$ cat config.mk
export PLATFORM = sky130hd
export DESIGN_NAME = uart_monitor
export DESIGN_NICKNAME = d
export VERILOG_FILES = /design/src/verilog/mon_cmd_pkg.sv /design/src/verilog/mon_char_pkg.sv /design/src/verilog/uart_monitor.sv /design/src/verilog/mon_cmd_fsm.sv /design/src/verilog/mon_word_assembler.sv /design/src/verilog/mon_char_decode.sv
export SDC_FILE = /design/constraint.sdc
export NUM_CORES = 1
export LEC_CHECK = 0
export ABC_AREA = 0
export BUFFER_PORTS_ARGS = -buffer_cell sky130_fd_sc_hd__buf_2
export CAP_MARGIN = 10
export CELL_PAD_IN_SITES_DETAIL_PLACEMENT = 1
export CELL_PAD_IN_SITES_GLOBAL_PLACEMENT = 1
export CORE_MARGIN = 4
export CORE_UTILIZATION = 30
export CTS_CLUSTER_DIAMETER = 150
export CTS_CLUSTER_SIZE = 10
export DETAILED_ROUTE_END_ITERATION = 8
export PLACE_DENSITY_LB_ADDON = 0.2
export SKIP_LAST_GASP = 1
export SLEW_MARGIN = 20
export SYNTH_ARGS = -nofsm -noshare
export SYNTH_HDL_FRONTEND = slang
export SYNTH_SLANG_ARGS = --single-unit
$ cat constraint.sdc
create_clock -name clk -period 3.4 [get_ports clk]
set_clock_uncertainty 0.1 [all_clocks]
set_input_delay 0.51 -clock clk [delete_from_list [all_inputs] [get_ports clk]]
set_output_delay 0.51 -clock clk [all_outputs]
set_load 0.005 [all_outputs]
$ cat src/verilog/mon_cmd_pkg.sv
// command-side types for the monitor; words are fixed at 32 bits, eight hex digits each
`default_nettype none

package mon_cmd_pkg;

	// assembled address or data word
	typedef logic [31:0] word_t;

	// hex digits per word
	localparam int WORD_DIGITS = 8;

	// command state machine
	typedef enum logic [3:0] {
		ST_IDLE,
		ST_GO_ADDR,
		ST_GO_RUN,
		ST_WR_ADDR,
		ST_WR_DATA,
		ST_RD_START,
		ST_RD_END,
		ST_RD_DUMP,
		ST_TRASH,
		ST_PC_PRINT
	} cmd_state_e;

	// busy levels held by the control logic
	typedef struct packed {
		logic dump_running;
		logic trush_running;
	} ctrl_status_t;

	// strobes and levels to the control logic
	typedef struct packed {
		logic write_address_set;
		logic write_data_en;
		logic read_start_set;
		logic read_end_set;
		logic read_stop;
		logic start_trush;
		logic quit_cmd;
		logic pc_print;
		logic pc_print_sel;
		logic crlf_in;
		logic cpu_start;
	} mon_strobes_t;

endpackage

`default_nettype wire

$ cat src/verilog/mon_char_pkg.sv
// received-byte types for the monitor; only lowercase hex digits are accepted, uppercase is not
`default_nettype none

package mon_char_pkg;

	// one byte as delivered by the uart receiver
	typedef logic [7:0] char_t;

	// value of a single hex digit
	typedef logic [3:0] nibble_t;

	// kinds of command characters
	typedef enum logic [2:0] {
		CMD_NONE,
		CMD_GO,
		CMD_QUIT,
		CMD_WRITE,
		CMD_READ,
		CMD_TRASH,
		CMD_PC,
		CMD_CR
	} cmd_char_e;

	// decoded character, valid for one cycle
	typedef struct packed {
		logic       valid;
		logic       is_digit;
		nibble_t    nibble;
		cmd_char_e  cmd;
	} char_info_t;

	// hex digit ranges
	localparam char_t CH_DIGIT_0 = 8'h30;
	localparam char_t CH_DIGIT_9 = 8'h39;
	localparam char_t CH_HEX_A   = 8'h61;
	localparam char_t CH_HEX_F   = 8'h66;

	// command letters
	localparam char_t CH_GO    = 8'h67;
	localparam char_t CH_QUIT  = 8'h71;
	localparam char_t CH_WRITE = 8'h77;
	localparam char_t CH_READ  = 8'h72;
	localparam char_t CH_TRASH = 8'h74;
	localparam char_t CH_PC    = 8'h6a;
	// carriage return, answered with a line feed
	localparam char_t CH_CR    = 8'h0d;

endpackage

`default_nettype wire
$ cat src/verilog/uart_monitor.sv
// monitor character front end; no back-pressure, bytes at least two cycles apart
`default_nettype none

module uart_monitor #(
	// cycles from the go line feed to cpu_start
	parameter int GO_START_DELAY = 3
) (
	input  wire                       clk,
	input  wire                       rst_n,
	input  mon_char_pkg::char_t       rout,
	input  wire                       rout_en,
	input  mon_cmd_pkg::ctrl_status_t status,
	output mon_cmd_pkg::word_t        uart_data,
	output mon_cmd_pkg::mon_strobes_t strobes
);

	// decoded character to both later stages
	mon_char_pkg::char_info_t info;
	// fsm to assembler
	logic                     collect;
	logic                     word_start;
	logic                     abort;
	// assembler back to fsm
	logic                     word_valid;

	mon_char_decode mon_char_decode_inst (
		.clk     (clk),
		.rst_n   (rst_n),
		.rout    (rout),
		.rout_en (rout_en),
		.info    (info)
	);

	mon_word_assembler mon_word_assembler_inst (
		.clk        (clk),
		.rst_n      (rst_n),
		.info       (info),
		.collect    (collect),
		.word_start (word_start),
		.abort      (abort),
		.word_valid (word_valid),
		.word       (uart_data)
	);

	mon_cmd_fsm #(
		.GO_START_DELAY (GO_START_DELAY)
	) mon_cmd_fsm_inst (
		.clk        (clk),
		.rst_n      (rst_n),
		.info       (info),
		.status     (status),
		.word_valid (word_valid),
		.collect    (collect),
		.word_start (word_start),
		.abort      (abort),
		.strobes    (strobes)
	);

endmodule

`default_nettype wire

$ cat src/verilog/mon_cmd_fsm.sv
// command FSM; strobes are combinational, status levels are assumed steady, GO_START_DELAY >= 1
`default_nettype none

module mon_cmd_fsm #(
	parameter int GO_START_DELAY = 3
) (
	input  wire                        clk,
	input  wire                        rst_n,
	input  mon_char_pkg::char_info_t   info,
	input  mon_cmd_pkg::ctrl_status_t  status,
	input  wire                        word_valid,
	output logic                       collect,
	output logic                       word_start,
	output logic                       abort,
	output mon_cmd_pkg::mon_strobes_t  strobes
);

	mon_cmd_pkg::cmd_state_e state;
	mon_cmd_pkg::cmd_state_e next_state;
	logic                    cmd_g;
	logic                    cmd_q;
	logic                    cmd_w;
	logic                    cmd_r;
	logic                    cmd_t;
	logic                    cmd_j;
	logic                    cmd_cr;
	logic                    idle;
	logic                    g_crlf;
	logic                    w_crlf;
	logic                    r_crlf;
	logic [GO_START_DELAY-1:0] go_dly;

	// one-cycle command events
	assign cmd_g  = info.valid & (info.cmd == mon_char_pkg::CMD_GO);
	assign cmd_q  = info.valid & (info.cmd == mon_char_pkg::CMD_QUIT);
	assign cmd_w  = info.valid & (info.cmd == mon_char_pkg::CMD_WRITE);
	assign cmd_r  = info.valid & (info.cmd == mon_char_pkg::CMD_READ);
	assign cmd_t  = info.valid & (info.cmd == mon_char_pkg::CMD_TRASH);
	assign cmd_j  = info.valid & (info.cmd == mon_char_pkg::CMD_PC);
	assign cmd_cr = info.valid & (info.cmd == mon_char_pkg::CMD_CR);

	always_comb begin
		next_state = state;
		if (cmd_q) begin
			// quit wins everywhere
			next_state = mon_cmd_pkg::ST_IDLE;
		end else begin
			case (state)
				mon_cmd_pkg::ST_IDLE: begin
					// j first, then g, w, r, t
					if (cmd_j)      next_state = mon_cmd_pkg::ST_PC_PRINT;
					else if (cmd_g) next_state = mon_cmd_pkg::ST_GO_ADDR;
					else if (cmd_w) next_state = mon_cmd_pkg::ST_WR_ADDR;
					else if (cmd_r) next_state = mon_cmd_pkg::ST_RD_START;
					else if (cmd_t) next_state = mon_cmd_pkg::ST_TRASH;
				end
				mon_cmd_pkg::ST_GO_ADDR:
					if (word_valid) next_state = mon_cmd_pkg::ST_GO_RUN;
				mon_cmd_pkg::ST_WR_ADDR:
					if (word_valid) next_state = mon_cmd_pkg::ST_WR_DATA;
				mon_cmd_pkg::ST_RD_START:
					if (word_valid) next_state = mon_cmd_pkg::ST_RD_END;
				mon_cmd_pkg::ST_RD_END:
					if (word_valid) next_state = mon_cmd_pkg::ST_RD_DUMP;
				// dump and pc print both run on the dump engine
				mon_cmd_pkg::ST_RD_DUMP, mon_cmd_pkg::ST_PC_PRINT:
					if (!status.dump_running) next_state = mon_cmd_pkg::ST_IDLE;
				mon_cmd_pkg::ST_TRASH:
					if (!status.trush_running) next_state = mon_cmd_pkg::ST_IDLE;
				// go_run and wr_data leave only on quit
				default: next_state = state;
			endcase
		end
	end

	always_ff @(posedge clk or negedge rst_n) begin
		if (!rst_n) begin
			state <= mon_cmd_pkg::ST_IDLE;
		end else begin
			state <= next_state;
		end
	end

	assign idle = (state == mon_cmd_pkg::ST_IDLE);

	// word-completing transitions that answer with a line feed
	assign g_crlf = (state == mon_cmd_pkg::ST_GO_ADDR) & (next_state == mon_cmd_pkg::ST_GO_RUN);
	assign w_crlf = (state == mon_cmd_pkg::ST_WR_ADDR) & (next_state == mon_cmd_pkg::ST_WR_DATA);
	assign r_crlf = (state == mon_cmd_pkg::ST_RD_END) & (next_state == mon_cmd_pkg::ST_RD_DUMP);

	// word assembler control
	assign collect = (state == mon_cmd_pkg::ST_GO_ADDR) | (state == mon_cmd_pkg::ST_WR_ADDR)
		| (state == mon_cmd_pkg::ST_WR_DATA) | (state == mon_cmd_pkg::ST_RD_START)
		| (state == mon_cmd_pkg::ST_RD_END);
	assign word_start = idle & ((next_state == mon_cmd_pkg::ST_GO_ADDR)
		| (next_state == mon_cmd_pkg::ST_WR_ADDR) | (next_state == mon_cmd_pkg::ST_RD_START));
	assign abort = cmd_q;

	// go line feed delayed into cpu_start
	always_ff @(posedge clk or negedge rst_n) begin
		if (!rst_n) begin
			go_dly <= '0;
		end else begin
			go_dly[0] <= g_crlf;
			for (int i = 1; i < GO_START_DELAY; i++) begin
				go_dly[i] <= go_dly[i-1];
			end
		end
	end

	always_comb begin
		strobes.write_address_set = (state == mon_cmd_pkg::ST_WR_ADDR) & word_valid;
		strobes.write_data_en     = (state == mon_cmd_pkg::ST_WR_DATA) & word_valid;
		strobes.read_start_set    = (state == mon_cmd_pkg::ST_RD_START) & word_valid;
		strobes.read_end_set      = (state == mon_cmd_pkg::ST_RD_END) & word_valid;
		// quit during a dump stops it
		strobes.read_stop         = (state == mon_cmd_pkg::ST_RD_DUMP) & cmd_q;
		strobes.start_trush       = idle & cmd_t;
		strobes.quit_cmd          = cmd_q;
		strobes.pc_print          = idle & (next_state == mon_cmd_pkg::ST_PC_PRINT);
		strobes.pc_print_sel      = (state == mon_cmd_pkg::ST_PC_PRINT);
		strobes.crlf_in           = g_crlf | w_crlf | r_crlf | (idle & (cmd_q | cmd_t | cmd_j))
			| cmd_cr;
		strobes.cpu_start         = go_dly[GO_START_DELAY-1];
	end

endmodule

`default_nettype wire

$ cat src/verilog/mon_word_assembler.sv
// builds 32-bit words from eight hex digits, msd first; counter needs one idle cycle per word
`default_nettype none

module mon_word_assembler (
	input  wire                      clk,
	input  wire                      rst_n,
	input  mon_char_pkg::char_info_t info,
	input  wire                      collect,
	input  wire                      word_start,
	input  wire                      abort,
	output logic                     word_valid,
	output mon_cmd_pkg::word_t       word
);

	localparam int CNT_W  = $clog2(mon_cmd_pkg::WORD_DIGITS + 1);
	localparam int WORD_W = $bits(mon_cmd_pkg::word_t);
	localparam int NIB_W  = $bits(mon_char_pkg::nibble_t);

	mon_cmd_pkg::word_t shift_q;
	logic [CNT_W-1:0]   digit_cnt;
	logic               accept;
	logic               last_digit;
	mon_cmd_pkg::word_t shift_next;

	// digit taken only while an address or data word is expected
	assign accept     = info.valid & info.is_digit & collect;
	assign last_digit = accept & (digit_cnt == CNT_W'(mon_cmd_pkg::WORD_DIGITS - 1));
	assign shift_next = {shift_q[WORD_W-NIB_W-1:0], info.nibble};

	// partial word
	always_ff @(posedge clk) begin
		if (abort) begin
			shift_q <= '0;
		end else if (accept) begin
			shift_q <= shift_next;
		end
	end

	always_ff @(posedge clk or negedge rst_n) begin
		if (!rst_n) begin
			digit_cnt <= '0;
		end else if (word_start || abort) begin
			digit_cnt <= '0;
		end else if (digit_cnt == CNT_W'(mon_cmd_pkg::WORD_DIGITS)) begin
			// full word seen, spend one cycle clearing
			digit_cnt <= '0;
		end else if (accept) begin
			digit_cnt <= digit_cnt + 1'b1;
		end
	end

	// finished word, held until the next one
	always_ff @(posedge clk or negedge rst_n) begin
		if (!rst_n) begin
			word       <= '0;
			word_valid <= 1'b0;
		end else begin
			word_valid <= last_digit;
			if (last_digit) begin
				word <= shift_next;
			end
		end
	end

endmodule

`default_nettype wire

$ cat src/verilog/mon_char_decode.sv
// captures each received byte; bytes must arrive at least two cycles apart
`default_nettype none

module mon_char_decode (
	input  wire                      clk,
	input  wire                      rst_n,
	input  mon_char_pkg::char_t      rout,
	input  wire                      rout_en,
	output mon_char_pkg::char_info_t info
);

	// held copy of the last byte
	mon_char_pkg::char_t char_q;
	// strobe delayed to line up with char_q
	logic                valid_q;

	always_ff @(posedge clk) begin
		if (rout_en) begin
			char_q <= rout;
		end
	end

	always_ff @(posedge clk or negedge rst_n) begin
		if (!rst_n) begin
			valid_q <= 1'b0;
		end else begin
			valid_q <= rout_en;
		end
	end

	// classify the held byte
	always_comb begin
		info.valid    = valid_q;
		info.is_digit = 1'b0;
		info.nibble   = '0;
		info.cmd      = mon_char_pkg::CMD_NONE;
		if (char_q >= mon_char_pkg::CH_DIGIT_0 && char_q <= mon_char_pkg::CH_DIGIT_9) begin
			// '0'..'9' carry their value in the low nibble
			info.is_digit = 1'b1;
			info.nibble   = char_q[3:0];
		end else if (char_q >= mon_char_pkg::CH_HEX_A && char_q <= mon_char_pkg::CH_HEX_F) begin
			// 'a' has low nibble 1, so add 9
			info.is_digit = 1'b1;
			info.nibble   = char_q[3:0] + 4'd9;
		end else begin
			case (char_q)
				mon_char_pkg::CH_GO:    info.cmd = mon_char_pkg::CMD_GO;
				mon_char_pkg::CH_QUIT:  info.cmd = mon_char_pkg::CMD_QUIT;
				mon_char_pkg::CH_WRITE: info.cmd = mon_char_pkg::CMD_WRITE;
				mon_char_pkg::CH_READ:  info.cmd = mon_char_pkg::CMD_READ;
				mon_char_pkg::CH_TRASH: info.cmd = mon_char_pkg::CMD_TRASH;
				mon_char_pkg::CH_PC:    info.cmd = mon_char_pkg::CMD_PC;
				mon_char_pkg::CH_CR:    info.cmd = mon_char_pkg::CMD_CR;
				// anything else, uppercase hex included
				default:                info.cmd = mon_char_pkg::CMD_NONE;
			endcase
		end
	end

endmodule

`default_nettype wire

==> impl_metrics.tcl <==
set metrics [dict create \
    status "finished clean" \
    fmax_mhz 307 \
    required_ns 2.79 \
    totalWireLength_um 9570 \
    antenna_found_initial 0 \
    holdWs_ns 0.0837 \
    core_um2 12100 \
    critPathMaxStageDelay_ns 0.46 \
    dr.pass1.iters 4 \
    power.density_nw_per_um2 571 \
    multiInputGateArea_um2 1710 \
    setup-violations-final 0 \
    finalMaxSlewViolations 0 \
    fp.dieH_um 120 \
    critPathTopFamily "simple AND/OR/NAND/NOR gates" \
    synth_top_area_cell "dfrtp_1" \
    grt_pass1_vias 3200 \
    gp_routability_congestion 0.813 \
    r2r_cells 9 \
    hold_viol 0 \
    grtUsageTotal_pct 14.0 \
    worst_pin_slew_ns 0.614 \
    yosysWarningCount 0 \
    syn_avg_cell_area_um2 8.72 \
    path_class "reg -> out" \
    drive_above_1_share_pct 21.6 \
    worstSetupStartpointType "register" \
    leakage_nw 2.14 \
    dp_hpwl_um 6620 \
    die_x_um 120 \
    period_share_pct 95.9 \
    relSlewSlack_pct 59.1 \
    rows 40 \
    clock_path_buffers 2 \
    drt_iter0_drc 151 \
    synth_seq_area_share_pct 51.3 \
    synth-edff-count 8 \
    cts_hold_buffers 0 \
    path_cells "inv_1 > ha_2 > mux2i_2 > or3b_4 > nor4b_4 > nor3_1 > a211o_1 > buf_2" \
    clock_sinks 81 \
    cp-end-kind "primary output" \
    crit_slowest_cell "edfxtp_1" \
    arrival_ns 2.65 \
    synthArstFlopShare_pct 55.6 \
    numCtsBuffers 9 \
    synth_nets 450 \
    grt_pass1_wl_um 16200 \
    netlist_instances 431 \
    cp_num_cells 8 \
    path_clk_slew_ns 0.06 \
    num_vias 3174 \
    post-place-ws_ns 0.394 \
    ys.flop_type "dfrtp_1" \
    clock_latency_ns 0.34 \
    fillers 1478 \
    numPortBuffers 55 \
    r2r_setup_slack_ns 0.63 \
    setup_slack_ns 0.141 \
    io_pins 56 \
    cp_num_buf_inv 2 \
    hold_class "in -> async" \
    wl_per_cell_um 14.3 \
    drc 0 \
    area_growth_pct 22.2 \
    period_needed_ns 3.26 \
    ir_drop_uv 227 \
    ys_ff_latch 81 \
    dieArea_um2 14400 \
    yosysUniqueCellTypes 54 \
    ant_nets 0 \
    synth_top_area_share_pct 30.0 \
    drv_cap 0 \
    cts_root_buf "clkbuf_16" \
    start_util_pct 31.0 \
    ff_latch_area_um2 1930 \
    grt_start_max_net_pins 46 \
    worst-path-max-fanout 6 \
    cts_max_level 3 \
    nets 513 \
    n_antenna_cell 0 \
    syn_area_um2 3760 \
    overflow 0 \
    via_per_inst 4.76 \
    yosys-top-cells-area "dfrtp_1, dfxtp_1, nand2_1" \
    cts_tree "built" \
]
==> what timing repair did <==
action | in CTS | in global routing
resized for setup | 0 | 8
buffers inserted | 0 | 11
endpoints found under the setup margin | 0 | 2
==> worst paths after layout <==
kind                                                 from                                    to
max in group asynchronous                           rst_n      mon_word_assembler_inst.word[10]
min                                                 rst_n            mon_cmd_fsm_inst.go_dly[2]
max                        mon_char_decode_inst.char_q[1]                            strobes[1]
min in group clk                                  rout[6]        mon_char_decode_inst.char_q[6]
max reg2reg                mon_char_decode_inst.char_q[0]  mon_word_assembler_inst.digit_cnt[0]
min reg2reg                    mon_cmd_fsm_inst.go_dly[1]            mon_cmd_fsm_inst.go_dly[2]
==> routing by layer <==
layer | GRT usage [%] | vias to the layer above | share of wire, %
li1 | - | 1584 | -
met1 | 18.8 | 1520 | 47
met2 | 21.5 | 58 | 47
met3 | 3.91 | 12 | 4.1
met4 | 5.23 | 0 | 1.4
met5 | 0 | - | 0
==> flip-flops by register name (all words and copies together) (netlist names) <==
signal / count
mon_char_decode_inst.char_q: 8
mon_char_decode_inst.valid_q: 1
mon_cmd_fsm_inst.go_dly: 3
mon_cmd_fsm_inst.state: 4
mon_word_assembler_inst.digit_cnt: 4
mon_word_assembler_inst.shift_q: 28
mon_word_assembler_inst.word: 32
mon_word_assembler_inst.word_valid: 1
==> cell families after synthesis <==
group / count (synthesis) / synth area share (%)
DFF: 81 / 51.3
AOI/OAI and AO/OA: 84 / 13.8
buffers and inverters: 36 / 4.26
muxes: 5 / 1.33
xor gates and xnor gates: 5 / 1.17
adders and majority gates: 6 / 2.00
and+or+nand+nor: 214 / 26.2
==> placed cells by master (no fill, tap or decap), drive strengths merged, types with 3 or more instances in the layout <==
| cell type | n |
|---|---|
| xnor2 | 3 |
| o211ai | 5 |
| clkbuf | 13 |
| dfxtp | 28 |
| and3 | 4 |
| nand2b | 4 |
| mux2i | 5 |
| o21ai | 11 |
| dfrtp | 45 |
| nand2 | 147 |
| edfxtp | 8 |
| a211oi | 4 |
| nor2b | 4 |
| a21oi | 41 |
| ha | 6 |
| nor3b | 4 |
| clkinv | 3 |
| nor3 | 11 |
| buf | 78 |
| a31oi | 3 |
| nor2 | 20 |
| inv | 10 |
| nand3 | 6 |
==> power by group <==
| part | internal, W | total [W] | leakage [nW] | switching, W |
|---|---|---|---|---|
| Combinational | 0.000222 | 0.000509 | 1.09 | 0.000287 |
| Sequential | 0.00109 | 0.00125 | 0.922 | 0.000168 |
| Clock | 0.000494 | 0.000858 | 0.128 | 0.000365 |
| Total | 0.00180 | 0.00262 | 2.14 | 0.000819 |
==> worst reg2reg max path, delay by kind of cell (launching register included) <==
kind / cells / cell delay (ns)
AO/OA/AOI/OAI: 2 / 0.67
adder cells (fa/ha/maj): 1 / 0.24
buffers and inverters: 2 / 0.29
flip-flops: 1 / 0.45
AND/OR/NAND/NOR: 4 / 0.88
==> synth_stat cells, types with 3 or more instances <==
library cell,instances
o21ai_0,10
nand2b_1,4
xnor2_1,3
nor3b_1,4
ha_1,6
edfxtp_1,8
nand2_1,147
a31oi_1,3
dfrtp_1,45
mux2i_1,5
and3_1,4
a211oi_1,4
nor3_1,10
dfxtp_1,28
buf_2,11
nor2_1,20
nor2b_1,4
o211ai_1,5
inv_1,10
buf_4,3
a21oi_1,41
nand3_1,6
clkbuf_1,12
==> through the flow <==
step                      cells  utilization [%]  total power [W]  setup TNS [ns]  area [um^2]
after global placement      640             34.8          0.00175               0         4220
after CTS                   656             37.0          0.00265               0         4480
after floorplan             431                -          0.00159               0         3760
after detailed placement    640             34.8          0.00177               0         4220
final                       667             37.9          0.00262               0         4590
after global routing        667             37.9          0.00281         -0.0431         4590
==> area by class of cell <==
type / instances / share of cell area (%)
Multi-Input combinational cell: 314 / 37.2
Clock inverter: 3 / 0.409
Timing Repair Buffer: 78 / 9.81
Inverter: 10 / 0.817
Tap cell: 168 / 4.58
Clock buffer: 13 / 5.23
Sequential cell: 81 / 42.0
(Power assumes the default switching activity.)
